### config.mk
export PLATFORM = sky130hd
export DESIGN_NAME = trigger_top
export DESIGN_NICKNAME = d
export VERILOG_FILES = /design/src/rtl/trigger_cfg_pkg.sv /design/src/rtl/trigger_types_pkg.sv /design/src/rtl/credit_fifo.sv /design/src/rtl/ttc_trigger_receiver.sv /design/src/rtl/channel_acq_controller.sv /design/src/rtl/trigger_processor.sv /design/src/rtl/trigger_top.sv
export SDC_FILE = /design/constraint.sdc
export NUM_CORES = 1
export LEC_CHECK = 0
export BUFFER_PORTS_ARGS = -buffer_cell sky130_fd_sc_hd__buf_2
export CORE_MARGIN = 8
export CORE_UTILIZATION = 50
export CTS_CLUSTER_SIZE = 28
export DETAILED_ROUTE_END_ITERATION = 8
export HOLD_SLACK_MARGIN = 0.15
export PLACE_DENSITY = 0.67
export SLEW_MARGIN = 20
export SYNTH_ARGS = -nofsm -noshare
export SYNTH_HDL_FRONTEND = slang
export SYNTH_SLANG_ARGS = --single-unit
### constraint.sdc
create_clock -name ttc_clk -period 8.5 [get_ports ttc_clk]
set_clock_uncertainty 0.15 [all_clocks]
set_input_delay 0.425 -clock ttc_clk [delete_from_list [all_inputs] [get_ports ttc_clk]]
set_output_delay 0.425 -clock ttc_clk [all_outputs]
set_load 0.02 [all_outputs]
### src/rtl/trigger_cfg_pkg.sv
// trigger path configuration: widths, channel count, default FIFO depth

package trigger_cfg_pkg;

    // ------------------------------------------------------------------
    // channel and record field widths
    // ------------------------------------------------------------------
    parameter int NUM_CHAN    = 5;  // digitizer channels
    parameter int TRIG_NUM_W  = 24; // global trigger number
    parameter int TIMESTAMP_W = 44; // 40 MHz ticks
    parameter int TRIG_TYPE_W = 5;  // muon fill, laser, pedestal, ...
    parameter int DELAY_W     = 16; // trigger to channel delay, in cycles

    // ------------------------------------------------------------------
    // record buffering
    // ------------------------------------------------------------------
    parameter int DEFAULT_FIFO_DEPTH = 8; // records per FIFO

endpackage

### src/rtl/trigger_types_pkg.sv
// trigger path types: scalar fields, trigger record and acquisition record

package trigger_types_pkg;

    import trigger_cfg_pkg::*;

    // ------------------------------------------------------------------
    // scalar fields
    // ------------------------------------------------------------------
    typedef logic [TRIG_NUM_W-1:0]  trig_num_t;  // counts from 1
    typedef logic [TIMESTAMP_W-1:0] timestamp_t; // free running tick count
    typedef logic [TRIG_TYPE_W-1:0] trig_type_t;
    typedef logic [NUM_CHAN-1:0]    chan_mask_t; // one bit per channel

    // ------------------------------------------------------------------
    // records passed through the FIFOs
    // ------------------------------------------------------------------

    // written by the TTC receiver for each accepted trigger, 73 bits
    typedef struct packed {
        timestamp_t timestamp; // tick count in the trigger cycle
        trig_num_t  trig_num;
        trig_type_t trig_type;
    } trig_info_t;

    // written by the acquisition controller once all channels are done, 34 bits
    typedef struct packed {
        trig_num_t  trig_num;
        trig_type_t trig_type;
        chan_mask_t chan_mask; // channels that took part
    } acq_event_t;

endpackage

### src/rtl/credit_fifo.sv
// synchronous record FIFO with type parameter payload and one credit per pop
`timescale 1ns/1ps

module credit_fifo #(
    parameter int  DEPTH     = 8,
    parameter type payload_t = logic [7:0]
) (
    input  logic     ttc_clk,
    input  logic     reset,
    input  logic     push,     // writer holds a credit
    input  payload_t wr_data,
    input  logic     pop,
    output logic     rd_valid,
    output payload_t rd_data,  // oldest record
    output logic     credit    // one cycle per pop
);

    localparam int PTR_W = (DEPTH > 1) ? $clog2(DEPTH) : 1;
    localparam int CNT_W = $clog2(DEPTH + 1);

    payload_t         mem [DEPTH];
    logic [PTR_W-1:0] wr_ptr, rd_ptr;
    logic [CNT_W-1:0] count; // occupancy
    logic             do_pop;

    // wrap for any depth, not only powers of two
    function automatic logic [PTR_W-1:0] next_ptr(input logic [PTR_W-1:0] ptr);
        return (ptr == PTR_W'(DEPTH - 1)) ? '0 : ptr + 1'b1;
    endfunction

    assign rd_valid = (count != '0);
    assign rd_data  = mem[rd_ptr];
    assign do_pop   = pop && rd_valid;

    always_ff @(posedge ttc_clk) begin
        if (reset) begin
            wr_ptr <= '0;
            rd_ptr <= '0;
            count  <= '0;
            credit <= 1'b0;
        end else begin
            if (push) wr_ptr <= next_ptr(wr_ptr);
            if (do_pop) rd_ptr <= next_ptr(rd_ptr);
            count  <= count + CNT_W'(push) - CNT_W'(do_pop);
            credit <= do_pop; // slot handed back to the writer
        end
    end

    always_ff @(posedge ttc_clk) begin
        if (push) mem[wr_ptr] <= wr_data;
    end

endmodule

### src/rtl/ttc_trigger_receiver.sv
// TTC trigger receiver: trigger numbering, timestamp counter, rate error, record writes
`timescale 1ns/1ps

module ttc_trigger_receiver #(
    parameter int FIFO_DEPTH = trigger_cfg_pkg::DEFAULT_FIFO_DEPTH // initial credits
) (
    input  logic ttc_clk,
    input  logic reset,
    input  logic rst_trigger_num,
    input  logic rst_trigger_timestamp,

    input  logic                          trigger,   // TTC trigger
    input  trigger_types_pkg::trig_type_t trig_type,
    input  logic                          acq_ready, // controller can take a trigger
    input  logic                          credit,    // one per record popped

    output logic                          push,
    output trigger_types_pkg::trig_info_t wr_data,
    output logic                          acq_trigger,
    output trigger_types_pkg::trig_num_t  acq_trig_num,
    output trigger_types_pkg::trig_type_t acq_trig_type,
    output trigger_types_pkg::trig_num_t  trig_num,
    output logic                          error_trig_rate
);

    import trigger_types_pkg::*;

    localparam int CNT_W = $clog2(FIFO_DEPTH + 1);

    timestamp_t       ts_cnt;     // free running
    trig_num_t        num_base;   // number after a pending channel B reset
    logic [CNT_W-1:0] credit_cnt; // free trigger FIFO slots
    logic             accept;

    assign num_base = rst_trigger_num ? '0 : trig_num;
    assign accept   = trigger && acq_ready && (credit_cnt != '0);

    // controller sees the same number and type as the record
    assign acq_trig_num  = wr_data.trig_num;
    assign acq_trig_type = wr_data.trig_type;

    // ------------------------------------------------------------------
    // timestamp
    // ------------------------------------------------------------------
    always_ff @(posedge ttc_clk) begin
        if (reset || rst_trigger_timestamp) begin
            ts_cnt <= '0;
        end else begin
            ts_cnt <= ts_cnt + 1'b1;
        end
    end

    // ------------------------------------------------------------------
    // numbering, credits, rate error
    // ------------------------------------------------------------------
    always_ff @(posedge ttc_clk) begin
        if (reset) begin
            trig_num        <= '0;
            push            <= 1'b0;
            acq_trigger     <= 1'b0;
            credit_cnt      <= CNT_W'(FIFO_DEPTH);
            error_trig_rate <= 1'b0;
        end else begin
            trig_num    <= accept ? num_base + 1'b1 : num_base; // dropped trigger keeps number
            push        <= accept;
            acq_trigger <= accept; // same cycle as the record push
            credit_cnt  <= credit_cnt - CNT_W'(accept) + CNT_W'(credit);
            if (trigger && !accept) begin
                error_trig_rate <= 1'b1; // sticky until reset
            end
        end
    end

    // record of cycle N, written in N+1
    always_ff @(posedge ttc_clk) begin
        if (accept) begin
            wr_data.timestamp <= ts_cnt;
            wr_data.trig_num  <= num_base + 1'b1;
            wr_data.trig_type <= trig_type;
        end
    end

endmodule

### src/rtl/channel_acq_controller.sv
// channel acquisition controller: delayed channel trigger, done collection, record writes
`timescale 1ns/1ps

module channel_acq_controller #(
    parameter int FIFO_DEPTH = trigger_cfg_pkg::DEFAULT_FIFO_DEPTH // initial credits
) (
    input  logic ttc_clk,
    input  logic reset,

    input  trigger_types_pkg::chan_mask_t       chan_en,    // sampled at acq_trigger
    input  logic [trigger_cfg_pkg::DELAY_W-1:0] trig_delay, // extra cycles before chan_trig

    input  logic                          acq_trigger,
    input  trigger_types_pkg::trig_num_t  acq_trig_num,
    input  trigger_types_pkg::trig_type_t acq_trig_type,
    input  trigger_types_pkg::chan_mask_t chan_dones,
    input  logic                          credit,

    output logic                          acq_ready,
    output trigger_types_pkg::chan_mask_t chan_enable,
    output trigger_types_pkg::chan_mask_t chan_trig,
    output logic                          push,
    output trigger_types_pkg::acq_event_t wr_data
);

    import trigger_cfg_pkg::*;
    import trigger_types_pkg::*;

    localparam int CNT_W = $clog2(FIFO_DEPTH + 1);

    typedef enum logic [1:0] {S_IDLE, S_DELAY, S_COLLECT, S_WRITE} state_t;

    state_t             state;
    logic [DELAY_W-1:0] delay_cnt;
    chan_mask_t         mask;      // latched chan_en
    chan_mask_t         seen;      // done bits seen so far
    chan_mask_t         seen_next;
    trig_num_t          num;
    trig_type_t         typ;
    logic [CNT_W-1:0]   credit_cnt; // free acquisition FIFO slots
    logic               fire;       // chan_trig cycle

    assign fire      = (state == S_DELAY) && (delay_cnt == '0);
    assign seen_next = seen | (chan_dones & mask);

    // ------------------------------------------------------------------
    // channel side and record outputs
    // ------------------------------------------------------------------
    assign chan_trig   = fire ? mask : '0;
    assign chan_enable = (fire || state == S_COLLECT) ? mask : '0; // held until all done
    assign push        = (state == S_WRITE) || (fire && mask == '0); // empty mask writes at once
    assign acq_ready   = (state == S_IDLE) && !acq_trigger && (credit_cnt != '0);

    assign wr_data.trig_num  = num;
    assign wr_data.trig_type = typ;
    assign wr_data.chan_mask = mask;

    // ------------------------------------------------------------------
    // FSM and credits
    // ------------------------------------------------------------------
    always_ff @(posedge ttc_clk) begin
        if (reset) begin
            state      <= S_IDLE;
            credit_cnt <= CNT_W'(FIFO_DEPTH);
        end else begin
            credit_cnt <= credit_cnt - CNT_W'(push) + CNT_W'(credit);
            case (state)
                S_IDLE:    if (acq_trigger) state <= S_DELAY;
                S_DELAY:   if (fire) state <= (mask == '0) ? S_IDLE : S_COLLECT;
                S_COLLECT: if (seen_next == mask) state <= S_WRITE; // last done this cycle
                S_WRITE:   state <= S_IDLE;
                default:   state <= S_IDLE;
            endcase
        end
    end

    // trigger context and delay countdown
    always_ff @(posedge ttc_clk) begin
        if (state == S_IDLE && acq_trigger) begin
            mask      <= chan_en;
            num       <= acq_trig_num;
            typ       <= acq_trig_type;
            delay_cnt <= trig_delay; // reaches zero trig_delay+1 cycles later
        end else if (state == S_DELAY && !fire) begin
            delay_cnt <= delay_cnt - 1'b1;
        end
        if (fire) begin
            seen <= chan_dones & mask;
        end else if (state == S_COLLECT) begin
            seen <= seen_next; // dones may come in different cycles
        end
    end

endmodule

### src/rtl/trigger_processor.sv
// trigger processor: record pairing, readout start and event counting
`timescale 1ns/1ps

module trigger_processor (
    input  logic ttc_clk,
    input  logic reset,

    // trigger record FIFO
    input  logic                          trig_valid,
    input  trigger_types_pkg::trig_info_t trig_rec,
    output logic                          trig_pop,

    // acquisition record FIFO
    input  logic                          acq_valid,
    input  trigger_types_pkg::acq_event_t acq_rec,
    output logic                          acq_pop,

    // command manager
    input  logic                          readout_ready,
    input  logic                          readout_done,
    output logic                          initiate_readout,
    output trigger_types_pkg::trig_num_t  ttc_event_num,
    output trigger_types_pkg::trig_num_t  ttc_trig_num,
    output trigger_types_pkg::trig_type_t ttc_trig_type,
    output trigger_types_pkg::timestamp_t ttc_trig_timestamp,
    output trigger_types_pkg::chan_mask_t readout_chans
);

    typedef enum logic [1:0] {S_WAIT, S_START, S_BUSY} state_t;

    state_t state;
    logic   pair; // both records present, command manager idle

    assign pair             = (state == S_WAIT) && trig_valid && acq_valid && readout_ready;
    assign trig_pop         = pair; // records leave together
    assign acq_pop          = pair;
    assign initiate_readout = (state == S_START); // one cycle

    // ------------------------------------------------------------------
    // FSM and event count
    // ------------------------------------------------------------------
    always_ff @(posedge ttc_clk) begin
        if (reset) begin
            state         <= S_WAIT;
            ttc_event_num <= '0;
        end else begin
            case (state)
                S_WAIT: begin
                    if (pair) begin
                        state         <= S_START;
                        ttc_event_num <= ttc_event_num + 1'b1;
                    end
                end
                S_START: state <= S_BUSY;
                S_BUSY:  if (readout_done) state <= S_WAIT; // readout complete
                default: state <= S_WAIT;
            endcase
        end
    end

    // record outputs, held until the next pairing
    always_ff @(posedge ttc_clk) begin
        if (pair) begin
            ttc_trig_num       <= trig_rec.trig_num;
            ttc_trig_type      <= trig_rec.trig_type;
            ttc_trig_timestamp <= trig_rec.timestamp;
            readout_chans      <= acq_rec.chan_mask; // channels that acquired
        end
    end

endmodule

### src/rtl/trigger_top.sv
// trigger path top level: receiver, acquisition controller, record FIFOs, processor
`timescale 1ns/1ps

module trigger_top #(
    parameter int FIFO_DEPTH = trigger_cfg_pkg::DEFAULT_FIFO_DEPTH // records per FIFO
) (
    input  logic ttc_clk, // 40 MHz TTC clock
    input  logic reset,

    input  logic rst_trigger_num,       // TTC channel B
    input  logic rst_trigger_timestamp, // TTC channel B

    // trigger and configuration
    input  logic                                ttc_trigger,
    input  trigger_types_pkg::trig_type_t       trig_type,
    input  trigger_types_pkg::chan_mask_t       chan_en,
    input  logic [trigger_cfg_pkg::DELAY_W-1:0] trig_delay,

    // channel interface
    input  trigger_types_pkg::chan_mask_t chan_dones,
    output trigger_types_pkg::chan_mask_t chan_enable,
    output trigger_types_pkg::chan_mask_t chan_trig,

    // command manager interface
    input  logic                          readout_ready, // command manager idle
    input  logic                          readout_done,  // readout finished
    output logic                          initiate_readout,
    output trigger_types_pkg::trig_num_t  ttc_event_num,
    output trigger_types_pkg::trig_num_t  ttc_trig_num,
    output trigger_types_pkg::trig_type_t ttc_trig_type,
    output trigger_types_pkg::timestamp_t ttc_trig_timestamp,
    output trigger_types_pkg::chan_mask_t readout_chans,

    // status
    output trigger_types_pkg::trig_num_t trig_num, // latest accepted trigger
    output logic                         error_trig_rate // sticky, trigger dropped
);

    import trigger_types_pkg::*;

    // ------------------------------------------------------------------
    // interconnect
    // ------------------------------------------------------------------
    logic       acq_ready, acq_trigger; // receiver <-> controller
    trig_num_t  acq_trig_num;
    trig_type_t acq_trig_type;

    logic       trig_push, trig_pop, trig_valid, trig_credit; // trigger record FIFO
    trig_info_t trig_wr_data, trig_rd_data;

    logic       acq_push, acq_pop, acq_valid, acq_credit; // acquisition record FIFO
    acq_event_t acq_wr_data, acq_rd_data;

    // ------------------------------------------------------------------
    // instances
    // ------------------------------------------------------------------
    ttc_trigger_receiver #(
        .FIFO_DEPTH(FIFO_DEPTH)
    ) ttc_trigger_receiver_i (
        .ttc_clk              (ttc_clk),
        .reset                (reset),
        .rst_trigger_num      (rst_trigger_num),
        .rst_trigger_timestamp(rst_trigger_timestamp),
        .trigger              (ttc_trigger),
        .trig_type            (trig_type),
        .acq_ready            (acq_ready),
        .credit               (trig_credit),
        .push                 (trig_push),
        .wr_data              (trig_wr_data),
        .acq_trigger          (acq_trigger),
        .acq_trig_num         (acq_trig_num),
        .acq_trig_type        (acq_trig_type),
        .trig_num             (trig_num),
        .error_trig_rate      (error_trig_rate)
    );

    channel_acq_controller #(
        .FIFO_DEPTH(FIFO_DEPTH)
    ) channel_acq_controller_i (
        .ttc_clk      (ttc_clk),
        .reset        (reset),
        .chan_en      (chan_en),
        .trig_delay   (trig_delay),
        .acq_trigger  (acq_trigger),
        .acq_trig_num (acq_trig_num),
        .acq_trig_type(acq_trig_type),
        .chan_dones   (chan_dones),
        .credit       (acq_credit),
        .acq_ready    (acq_ready),
        .chan_enable  (chan_enable),
        .chan_trig    (chan_trig),
        .push         (acq_push),
        .wr_data      (acq_wr_data)
    );

    // trigger records: timestamp, number, type
    credit_fifo #(
        .DEPTH    (FIFO_DEPTH),
        .payload_t(trig_info_t)
    ) trig_fifo (
        .ttc_clk (ttc_clk),
        .reset   (reset),
        .push    (trig_push),
        .wr_data (trig_wr_data),
        .pop     (trig_pop),
        .rd_valid(trig_valid),
        .rd_data (trig_rd_data),
        .credit  (trig_credit)
    );

    // acquisition records: number, type, channel mask
    credit_fifo #(
        .DEPTH    (FIFO_DEPTH),
        .payload_t(acq_event_t)
    ) acq_fifo (
        .ttc_clk (ttc_clk),
        .reset   (reset),
        .push    (acq_push),
        .wr_data (acq_wr_data),
        .pop     (acq_pop),
        .rd_valid(acq_valid),
        .rd_data (acq_rd_data),
        .credit  (acq_credit)
    );

    trigger_processor trigger_processor_i (
        .ttc_clk           (ttc_clk),
        .reset             (reset),
        .trig_valid        (trig_valid),
        .trig_rec          (trig_rd_data),
        .acq_valid         (acq_valid),
        .acq_rec           (acq_rd_data),
        .readout_ready     (readout_ready),
        .readout_done      (readout_done),
        .trig_pop          (trig_pop),
        .acq_pop           (acq_pop),
        .initiate_readout  (initiate_readout),
        .ttc_event_num     (ttc_event_num),
        .ttc_trig_num      (ttc_trig_num),
        .ttc_trig_type     (ttc_trig_type),
        .ttc_trig_timestamp(ttc_trig_timestamp),
        .readout_chans     (readout_chans)
    );

endmodule

; Yosys cells after proc, flatten, opt, wreduce, memory -nomap -nowiden
; Memory sizes are Yosys's and may differ from the RTL's. A register that Yosys moved wholly into a read port is not among the register bits.
; Index checks and enable logic that the tools add are counted.
[op_classes]
add_sub_neg = 16
eq_ne = 15
muxes = 24
bitwise_logic = 2
reduce_logical = 33
[ops]
columns = operator, n
row1 = $add A24 B1 Y24 const B, 2
row2 = $mux W24, 2
row3 = $add A44 B1 Y44 const B, 1
row4 = $mux W16, 2
row5 = $mux W5, 4
row6 = $add A4 B1 Y4, 4
row7 = $logic_not A16 Y1, 1
row8 = $reduce_bool A4 Y1, 4
row9 = $sub A16 B1 Y16 const B, 1
row10 = $sub A4 B1 Y4, 4
row11 = $logic_and A1 B1 Y1, 14
row12 = $add A3 B1 Y3 const B, 4
row13 = $eq A3 B3 Y1 const B, 4
row14 = $mux W2, 6
row15 = $mux W3, 4
row16 = $pmux W2 S4, 1
row17 = $eq A2 B2 Y1 const B, 3
row18 = $ne A2 B2 Y1 const B, 3
row19 = $pmux W2 S3, 1
row20 = $and A5 B5 Y5, 1
row21 = $eq A5 B5 Y1, 1
row22 = $logic_not A5 Y1, 1
row23 = $or A5 B5 Y5, 1
row24 = $eq A2 B1 Y1 const B, 2
row25 = 8 further kinds, 19
[totals]
ff_bits = 256
mem_bits_rw = 856
in_bits = 38
out_inout_bits = 138
n_memories = 2
[memory_table]
columns = memory, depth, word_bits, read_ports, rd_ports_with_merged_regs, write_ports, line_no
row1 = trig_fifo.mem, 8, 73, 1, 1, 1, credit_fifo.sv:21  ; payload_t mem [DEPTH];
row2 = acq_fifo.mem, 8, 34, 1, 1, 1, credit_fifo.sv:21

; Longest topological paths before layout
; Gate-level depths: netlist of run 1.
[depth]
word_depth = 7
ltp_mapped = 13

; Hierarchy
; Synthesis of run 1 repeated with hierarchy kept, for this count alone.
[hier_totals]
hier_cells = 2404
area_unflattened_um2 = 46841.2
[modules_own_cells]
columns = module, n_inst, cells_per_inst, area_per_inst_um2, seq_area_each_um2
row1 = credit_fifo (trig_fifo), 1, 918, 23201.0, 17817.1
row2 = credit_fifo (acq_fifo), 1, 469, 11051.8, 8448.1
row3 = ttc_trigger_receiver, 1, 582, 6281.0, 3673.5
row4 = trigger_processor, 1, 222, 3587.2, 2862.7
row5 = channel_acq_controller, 1, 213, 2720.1, 1771.7

; Least setup slack after synthesis of run 1
; No wires, ideal clock.
[synth_timing]
path_type = register to register
startpoint = register ttc_trigger_receiver_i.push
endpoint = memory trig_fifo.mem[0][0] in the netlist's numbering, enable pin
t_arrival_ns = 5.533
setup_slack_ns = 2.223
stages_incl_launch_ff = 3
path_buffers = 0
synth_period_minus_slack_ns = 6.277
path_cell_list = dfxtp_1 -> nand2b_1 -> nor3_1
[synth_via]
elab_chain_cells = 2
[synth_rtl]
columns = element, line_no
row1 = from (decl), ttc_trigger_receiver.sv:17  ; output logic push,
row2 = from (signal assigned), ttc_trigger_receiver.sv:65  ; push <= accept;
row3 = $mux W1, credit_fifo.sv:50  ; if (push) mem[wr_ptr] <= wr_data;
row4 = $mux W1 (implied by the code), credit_fifo.sv:50
row5 = to (decl), credit_fifo.sv:21
; No other way between the ends.

; Worst setup path in the final report of run 1
[layout_timing]
startpoint = register channel_acq_controller_i.delay_cnt[2]
endpoint = output port chan_enable[1]
[layout_via]
elab_chain_cells = 4
[layout_rtl]
columns = element, line_no
row1 = from (decl), channel_acq_controller.sv:34  ; logic [DELAY_W-1:0] delay_cnt;
row2 = from (signal assigned), channel_acq_controller.sv:83  ; delay_cnt <= trig_delay;
row3 = from (signal assigned), channel_acq_controller.sv:85  ; delay_cnt <= delay_cnt - 1'b1;
row4 = $logic_not A16 Y1, channel_acq_controller.sv:43  ; assign fire = (state == S_DELAY) && (delay_cnt == '0);
row5 = $logic_and A1 B1 Y1, channel_acq_controller.sv:43
row6 = $logic_or A1 B1 Y1, channel_acq_controller.sv:50  ; assign chan_enable = (fire || state == S_COLLECT) ? mask : '0;
row7 = $mux W5, channel_acq_controller.sv:50
row8 = to (decl), trigger_top.sv:21  ; output trigger_types_pkg::chan_mask_t chan_enable,
; No other way between the ends.

==> flow_metrics.py, run 1 <==
metrics = {
    "critical_path": {
        "cp_slowest_cell": "nor4_2",
        "crit_arrival_ns": 2.97,
        "worstPathMaxFanout": 12,
        "slowest_delay_ns": 0.65,
        "path_cells": "nor4_2, nand3b_1, nor4_1, buf_4, nor2_1, nor2b_1, buf_2",
        "crit_type": "reg2out",
        "worst_ep_required_time_ns": 7.93,
        "cp_num_buf_inv": 2,
        "end_kind": "primary output",
        "cpLargestDelayFamily": "simple AND/OR/NAND/NOR gates",
        "worst_setup_path_start_kind": "flip-flop",
    },
    "logic_synthesis": {
        "syn_inst": 1967,
        "ys_seq_elements": 929,
        "seq_area_frac_synth_pct": 74.4,
        "synth_area_leaders": "edfxtp_1 67%, mux4_2 9.8%, dfxtp_1 7.2%",
        "yosys_warnings": 0,
        "synth-edff-count": 801,
        "yosysTopAreaCell": "edfxtp_1",
        "yosysUniqueCellTypes": 54,
        "avgSynthCellArea_um2": 18.2,
        "yosysTopAreaCellShare_pct": 67.2,
        "async_flop_share_pct": 0,
        "synth_ff_type": "edfxtp_1",
        "syn_area_um2": 35800,
        "synth_nets": 2040,
    },
    "timing": {
        "rsz0062_at_grt": "no",
        "fin_ws_ns": 4.95,
        "setup_violations": 0,
        "finalCritPeriodShare_pct": 41.7,
        "worstMarginPinSlew_ns": 1.03,
        "layout_min_cycle_time_ns": 3.55,
        "slew_violations": 0,
        "max_slew_margin_pct": 31.5,
        "fmax_mhz": 282,
        "setup-tns-final_ns": 0,
        "finalHoldViolCount": 0,
    },
    "die": {
        "rows": 98,
        "dieArea_um2": 80400,
        "coreArea_um2": 71100,
        "die_x_um": 284,
        "die_y_um": 284,
        "ioPinCount": 176,
        "start_util_pct": 50.3,
    },
    "clock_tree": {
        "clockBufferDepth": 3,
        "insertion_delay_ns": 0.63,
        "numCtsBuffers": 93,
        "clock-root-buffer": "clkbuf_16",
        "clkTransAtPathRegs_ns": 0.06,
        "clkSinkCount": 929,
        "h-tree-depth": 3,
        "cts_tree": "done",
        "postCtsSetupBuffers": 0,
        "cts_resized": 0,
    },
    "cells_and_area": {
        "nNetsFinal": 2297,
        "drive_gt1_share_pct": 26.5,
        "fin_util_pct": 58.2,
        "areaGrowthSynthToFinish_pct": 15.6,
        "layout_common_cells": "801 x edfxtp_1, 175 x buf_2, 156 x mux4_2",
        "fill_cells": 5298,
        "final_common_cell": "edfxtp_1",
        "finalNonFillerCells": 3253,
    },
    "placement": {
        "dp_cells": 3046,
        "gp_congestion": 0.787,
        "dp_hpwl_um": 40100,
        "place.port_buffers": 175,
        "preCtsSetupSlack_ns": 5.00,
    },
    "routing": {
        "drt-vias-per-instance": 5.51,
        "drt_wl_total_um": 70500,
        "ant_nets": 0,
        "vias": 17900,
        "drtPass1Iterations": 5,
        "drtIter0Drc": 1262,
        "wl_per_cell_um": 21.7,
        "drcViolationCount": 0,
    },
    "global_route": {
        "grt_overflow": 0,
        "first_global_vias": 19100,
        "grt_usage_pct": 17.5,
        "antenna_found_initial": 2,
        "grt_pass1_wl_um": 111000,
        "grt_max_degree": 77,
    },
    "hold_path": {
        "min-delay-path-class": "in2reg",
    },
    "pwr": {
        "p_leak_nw": 13.5,
        "power.density_nw_per_um2": 284,
        "peakVddDrop_mv": 0.180,
    },
    "status": {
        "status": "finished clean",
    },
    "job": {
        "maxCapViolCount": 0,
    },
}
-- cells by family after synthesis --
family          share of synthesized area, %
flops                                   74.4
simple gates                            6.44
mux                                     12.5
buf+inv                                 1.33
xor+xnor                                2.94
compound gates                          1.12
fa+ha+maj                               1.31
-- routing by layer --
metal | vias up | GRT usage (%) | part of all wire [%]
met2 | 383 | 30.6 | 51
met4 | 2 | 4.21 | 1.6
met1 | 9255 | 23.0 | 43
met5 | - | 0 | 0.018
li1 | 8178 | - | -
met3 | 94 | 3.02 | 4.4
-- through the flow --
stage | instance area [um2] | power, mW | hold slack (ns)
after detailed placement | 37900 | 7.67 | 0.291
after floorplan | 35800 | 7.11 | 0.272
after CTS | 41400 | 11.9 | 0.157
after global routing | 41400 | 12.2 | 0.197
final | 41400 | 11.7 | 0.203
after global placement | 37900 | 7.61 | 0.289
-- final timing paths --
kind,from,endpoint,slack [ns],depth (start not counted)
max,channel_acq_controller_i.delay_cnt[2],chan_enable[1],4.95,7
min reg2reg,ttc_trigger_receiver_i.ts_cnt[43],ttc_trigger_receiver_i.wr_data[72],0.31,0
min,rst_trigger_num,ttc_trigger_receiver_i.acq_trig_num[12],0.20,2
max reg2reg,acq_fifo.count[2],trig_fifo.count[2],5.01,11
-- registers in the layout, indices dropped and copies added, names as in the netlist, 4 cells and up, named ones only --
| signal | flops |
|---|---|
| acq_fifo.count | 4 |
| acq_fifo.mem | 40 |
| channel_acq_controller_i.credit_cnt | 4 |
| channel_acq_controller_i.delay_cnt | 16 |
| channel_acq_controller_i.mask | 5 |
| channel_acq_controller_i.seen | 5 |
| trig_fifo.count | 4 |
| trig_fifo.mem | 584 |
| trigger_processor_i.readout_chans | 5 |
| trigger_processor_i.ttc_event_num | 24 |
| trigger_processor_i.ttc_trig_num | 24 |
| trigger_processor_i.ttc_trig_timestamp | 44 |
| trigger_processor_i.ttc_trig_type | 5 |
| ttc_trigger_receiver_i.acq_trig_num | 24 |
| ttc_trigger_receiver_i.acq_trig_type | 5 |
| ttc_trigger_receiver_i.credit_cnt | 4 |
| ttc_trigger_receiver_i.trig_num | 24 |
| ttc_trigger_receiver_i.ts_cnt | 44 |
| ttc_trigger_receiver_i.wr_data | 44 |
-- power by group --
part           internal, mW  total (mW)  switching, mW
combinational         0.742        1.62          0.876
clock                  2.51        4.21           1.70
sequential             5.58        5.92          0.340
total                  8.83        11.7           2.92
-- Yosys cell counts (6+ instances only) --
| library cell | instances |
|---|---|
| clkbuf_1 | 52 |
| nor3_1 | 27 |
| inv_1 | 44 |
| nor2_1 | 150 |
| nand4_1 | 39 |
| and2_1 | 11 |
| o21ai_0 | 24 |
| and3_1 | 10 |
| nand2b_1 | 20 |
| and4_1 | 10 |
| edfxtp_1 | 801 |
| nand3_1 | 41 |
| nand2_1 | 67 |
| xnor2_1 | 59 |
| mux2i_1 | 6 |
| buf_1 | 11 |
| a21oi_1 | 28 |
| nor4_1 | 7 |
| nor2b_1 | 21 |
| or3_1 | 6 |
| mux2_2 | 79 |
| mux4_2 | 156 |
| dfxtp_1 | 128 |
| nor3b_1 | 6 |
| nand3b_1 | 6 |
| buf_2 | 15 |
| xor2_1 | 61 |
| ha_1 | 31 |
-- repair_timing --
action	CTS	global route
endpoints found under the hold margin	33	0
hold buffers	33	0
setup endpoints to repair	0	0
-- final cells by class --
cell class              count  area [um2]  area share [%]
flip-flops and latches    929       26600            64.4
multi-input cells         916        8770            21.2
clock buffers             121        2490            6.03
repair buffers            240        1450            3.50
well taps                 950        1190            2.87
clock inverters            52         677            1.64
inverters                  44         168           0.405
diodes                      1        2.50         0.00605
Note: power is estimated with default switching activity, not from simulation.
==> run 2: changes to the inputs <==
Clock period 8.5 ns to 3.57 ns, I/O delays scaled along.
==> flow_metrics.py, run 2 (same netlist as run 1, synthesis figures left out) <==
metrics = {
    "clock_tree": {
        "numCtsBuffers": 91,
        "insertion_delay_ns": 0.63,
        "clkSinkCount": 929,
        "h-tree-depth": 3,
        "clock-root-buffer": "clkbuf_16",
        "cts_tree": "done",
        "clockBufferDepth": 3,
        "cts_resized": 0,
        "clkTransAtPathRegs_ns": 0.06,
    },
    "critical_path": {
        "reg2reg_depth": 6,
        "crit_type": "reg2out",
        "rr_endpoint": "acq_fifo.mem[1][3]",
        "reg2reg_from": "channel_acq_controller_i.delay_cnt[2]",
        "reg2reg_slack_ns": 0.53,
        "worstPathMaxFanout": 12,
        "end_kind": "primary output",
        "worst_ep_required_time_ns": 3.24,
        "crit_arrival_ns": 2.89,
        "worst_setup_path_start_kind": "flip-flop",
    },
    "hold_path": {
        "holdPathEnd": "ttc_trigger_receiver_i.acq_trig_type[1]",
        "hold_depth": 2,
        "hold_start": "trig_type[1]",
        "min-delay-path-class": "in2reg",
    },
    "routing": {
        "drtIter0Drc": 1254,
        "vias": 18100,
        "drt_wl_total_um": 70400,
        "drt-vias-per-instance": 5.53,
        "drcViolationCount": 0,
        "drtPass1Iterations": 5,
        "wl_per_cell_um": 21.5,
        "ant_nets": 0,
    },
    "die": {
        "start_util_pct": 50.3,
        "dieArea_um2": 80400,
        "die_y_um": 284,
        "die_x_um": 284,
        "coreArea_um2": 71100,
        "rows": 98,
        "ioPinCount": 176,
    },
    "cells_and_area": {
        "final_common_cell": "edfxtp_1",
        "layout_common_cells": "801 x edfxtp_1, 175 x buf_2, 156 x mux4_2",
        "regMostFlops": "trig_fifo.mem",
        "fill_cells": 5261,
        "areaGrowthSynthToFinish_pct": 16.2,
        "largest_reg_flops": 584,
        "nNetsFinal": 2315,
        "drive_gt1_share_pct": 26.7,
    },
    "timing": {
        "fin_ws_ns": 0.352,
        "setup_violations": 0,
        "hold_ws_ns": 0.190,
        "max_slew_margin_pct": 30.9,
        "worstMarginPinSlew_ns": 1.04,
        "fmax_mhz": 311,
        "rsz0062_at_grt": "no",
        "slew_violations": 0,
        "finalCritPeriodShare_pct": 90.1,
        "finalHoldViolCount": 0,
        "layout_min_cycle_time_ns": 3.22,
    },
    "job": {
        "maxCapViolCount": 0,
    },
    "pwr": {
        "finalPower_mw": 27.4,
        "peakVddDrop_mv": 0.451,
        "p_leak_nw": 13.6,
        "power.density_nw_per_um2": 659,
    },
    "status": {
        "status": "finished clean",
    },
    "global_route": {
        "antenna_found_initial": 7,
        "grt_overflow": 0,
        "grt_pass1_wl_um": 110000,
        "grt_usage_pct": 17.3,
        "grt_max_degree": 98,
        "first_global_vias": 19000,
    },
    "placement": {
        "dp_hpwl_um": 41000,
        "place.port_buffers": 175,
        "gp_congestion": 0.792,
        "preCtsSetupSlack_ns": 0.566,
    },
}
run 2: area by class of cell:
type	instances	area, um2	area share (%)
sequential	929	26600	64.0
multi-input combinational	916	8770	21.1
clock buffer	125	2560	6.16
timing repair buffer	260	1860	4.48
tap	950	1190	2.86
clock inverter	45	409	0.984
inverter	44	168	0.403
antenna	3	7.51	0.0180
run 2: per-stage QoR:
step | std cells | util [%] | cell area (um2) | TNS [ns]
after floorplan | 1967 | - | 35800 | -390.96
after global placement | 3054 | 53.7 | 38200 | 0
after detailed placement | 3054 | 53.7 | 38200 | 0
after CTS | 3269 | 58.5 | 41600 | 0
after global routing | 3269 | 58.5 | 41600 | 0
final | 3272 | 58.5 | 41600 | 0
run 2: worst max-delay path by stage:
| stage | startpoint | endpoint | slack (ns) |
|---|---|---|---|
| 6_report | channel_acq_controller_i.delay_cnt[2] | chan_enable[4] | 0.35 |
| 5_1_grt | channel_acq_controller_i.delay_cnt[2] | chan_enable[4] | 0.15 |
| 4_1_cts | channel_acq_controller_i.delay_cnt[2] | chan_enable[4] | 0.37 |
| 3_5_place_dp | acq_fifo.count[2] | trig_fifo.count[2] | 0.57 |
| 3_3_place_gp | acq_fifo.count[2] | trig_fifo.count[2] | 0.70 |
| 2_1_floorplan | ttc_trigger_receiver_i.push | trig_fifo.mem[6][0] | -0.75 |
run 2: repair_timing:
item                       in CTS  in global routing
buffers inserted                0                  0
hold endpoints to repair      101                  0
hold buffers                   45                  0
setup endpoints to repair       0                  0
run 2: power by group:
group | leakage, nW | switching (mW) | internal, mW
Sequential | 8.36 | 0.733 | 13.3
Combinational | 3.78 | 2.19 | 1.85
Clock | 1.45 | 3.94 | 5.42
run 2: metal layers:
metal  global-route usage (%)  wire length [um]  up-vias
met2                     30.2             35800      444
met1                     22.5             30000     9344
met4                     4.85              1310        4
met3                     2.79              3280       96
met5                        0                27        -
li1                         -                 -     8196
run 2: critical path: stages, from the launching register on:
cell and delay, ns:
edfxtp_1 0.45, nor4_2 0.63, nand3b_1 0.22, nor4_1 0.28
buf_4 0.22, nor2_1 0.11, nor2b_1 0.15, buf_2 0.19
==> run 3: changes to the inputs <==
Settings changed: CORE_UTILIZATION 50 to 60, PLACE_DENSITY 0.67 to 0.78, SYNTH_HIERARCHICAL from default to 1.
==> flow_metrics.py, run 3 <==
metrics = {
    "routing": {
        "ant_nets": 0,
        "vias": 19000,
        "drtIter0Drc": 1578,
        "wl_per_cell_um": 23.4,
        "drtPass1Iterations": 7,
        "drt-vias-per-instance": 6.05,
        "drcViolationCount": 0,
        "drt_wl_total_um": 73800,
    },
    "logic_synthesis": {
        "syn_inst": 2046,
        "yosys_warnings": 6,
        "avgSynthCellArea_um2": 18.2,
        "syn_area_um2": 37200,
        "synth_nets": 2118,
    },
    "critical_path": {
        "path_cells": "inv_1, ha_1, nor4b_1, nand4_1, o21ai_1, and2_1, buf_2",
        "worstPathMaxFanout": 8,
        "crit_arrival_ns": 2.84,
        "reg2reg_depth": 11,
        "crit_start": "channel_acq_controller_i/delay_cnt[0]",
        "reg2reg_from": "trig_fifo/count[2]",
        "rr_endpoint": "acq_fifo/count[1]",
        "worst_ep_required_time_ns": 3.24,
        "end_kind": "primary output",
        "cp_slowest_cell": "o21ai_1",
        "crit_type": "reg2out",
        "slowest_delay_ns": 0.60,
        "worst_setup_path_start_kind": "flip-flop",
        "reg2reg_slack_ns": 0.57,
    },
    "job": {
        "maxCapViolCount": 0,
    },
    "clock_tree": {
        "postCtsSetupBuffers": 0,
        "cts_tree": "done",
        "ctsHoldBuffers": 49,
        "numCtsBuffers": 91,
        "clockBufferDepth": 3,
        "clock-root-buffer": "clkbuf_16",
        "clkTransAtPathRegs_ns": 0.06,
        "h-tree-depth": 3,
        "cts_resized": 0,
        "insertion_delay_ns": 0.64,
        "clkSinkCount": 935,
    },
    "cells_and_area": {
        "drive_gt1_share_pct": 21.2,
        "areaGrowthSynthToFinish_pct": 13.4,
        "nNetsFinal": 2358,
        "fin_util_pct": 68.6,
        "layout_common_cells": "801 x edfxtp_1, 175 x buf_2, 131 x dfxtp_1",
        "fill_cells": 3720,
        "final_common_cell": "edfxtp_1",
        "finalNonFillerCells": 3150,
        "multi_input_area_um2": 9580,
        "regMostFlops": "trig_fifo/mem",
        "largest_reg_flops": 584,
        "seq_area_um2": 26700,
        "diodes": 0,
    },
    "global_route": {
        "antenna_found_initial": 0,
        "grt_pass1_wl_um": 114000,
        "grt_max_degree": 99,
        "grt_overflow": 0,
        "grt_usage_pct": 20.9,
        "first_global_vias": 19700,
    },
    "placement": {
        "place.port_buffers": 175,
        "dp_hpwl_um": 41200,
        "dp_cells": 2934,
        "gp_congestion": 0.869,
    },
    "pwr": {
        "power.density_nw_per_um2": 549,
        "peakVddDrop_mv": 0.395,
        "p_leak_nw": 13.9,
    },
    "timing": {
        "finalCritPeriodShare_pct": 88.8,
        "setup_violations": 0,
        "finalHoldViolCount": 0,
        "max_slew_margin_pct": 42.2,
        "layout_min_cycle_time_ns": 3.17,
        "worstMarginPinSlew_ns": 0.867,
        "rsz0062_at_grt": "no",
        "slew_violations": 0,
        "fmax_mhz": 315,
    },
    "hold_path": {
        "min-delay-path-class": "in2reg",
        "holdPathEnd": "channel_acq_controller_i/delay_cnt[12]",
        "hold_start": "trig_delay[12]",
        "hold_depth": 4,
    },
    "die": {
        "ioPinCount": 176,
        "start_util_pct": 60.5,
        "coreArea_um2": 61500,
        "die_x_um": 265,
        "die_y_um": 265,
        "dieArea_um2": 70200,
        "rows": 91,
    },
    "status": {
        "status": "finished clean",
    },
}
[run 3: changes by cell type in the layout (fill, tap and decap cells not counted), sizes merged, moves of 6 or more]
cell and delta:
a21oi +12, and4 -6, dfxtp +6, inv -8
mux2i +10, nand4 -6, nor2 -13, nor4 +14
o31ai +9, or3 +8, or4 +13, xor2 -18
[run 3: final cells by class]
class / instances / share of cell area [%]
tap: 790 / 2.34
inverter: 38 / 0.341
clock inverter: 40 / 0.745
sequential: 935 / 63.4
timing repair buffer: 259 / 4.40
clock buffer: 127 / 6.01
multi-input combinational: 961 / 22.7
[run 3: how the worst max path moves through the flow]
| stage | endpoint | slack, ns | depth (start not counted) |
|---|---|---|---|
| finish | chan_enable[1] | 0.40 | 7 |
| global route | chan_enable[2] | 0.17 | 5 |
| CTS | chan_enable[1] | 0.40 | 7 |
| detailed placement | acq_fifo/count[1] | 0.58 | 11 |
| global placement | acq_fifo/count[1] | 0.64 | 11 |
| floorplan | trig_fifo/mem[1][0] | -0.76 | 3 |
[run 3: worst max-delay path, delay by kind of cell (launching register included)]
family / cells / cell delay [ns]
adders and majority gates: 1 / 0.16
DFF: 1 / 0.44
buffers and inverters: 2 / 0.28
AOI/OAI and AO/OA: 1 / 0.60
and+or+nand+nor: 3 / 0.74
[run 3: metrics by stage]
step / total power [mW] / cell area [um2] / hold slack (ns) / setup TNS (ns) / setup WS, ns
after floorplan: 13.8 / 37300 / 0.0952 / -405.30 / -0.763
after global placement: 14.1 / 38800 / 0.207 / 0 / 0.636
after detailed placement: 14.2 / 38800 / 0.207 / 0 / 0.577
after CTS: 23.3 / 42200 / 0.174 / 0 / 0.401
after global routing: 23.9 / 42200 / 0.215 / 0 / 0.171
final: 23.2 / 42200 / 0.216 / 0 / 0.399
[run 3: metal layers]
metal | wire (um) | global-route usage (%) | vias up | share of wire [%]
met3 | 4930 | 3.92 | 118 | 6.7
met4 | 1510 | 5.75 | 0 | 2.0
met1 | 29800 | 27.2 | 9650 | 40
met5 | 0 | 0 | - | 0
li1 | - | - | 8573 | -
met2 | 37600 | 36.1 | 701 | 51
[run 3: where the power goes]
group / switching, mW / internal, mW / leakage [nW]
clock network: 3.91 / 5.19 / 1.38
logic: 0.613 / 0.442 / 4.12
registers: 0.417 / 12.6 / 8.39
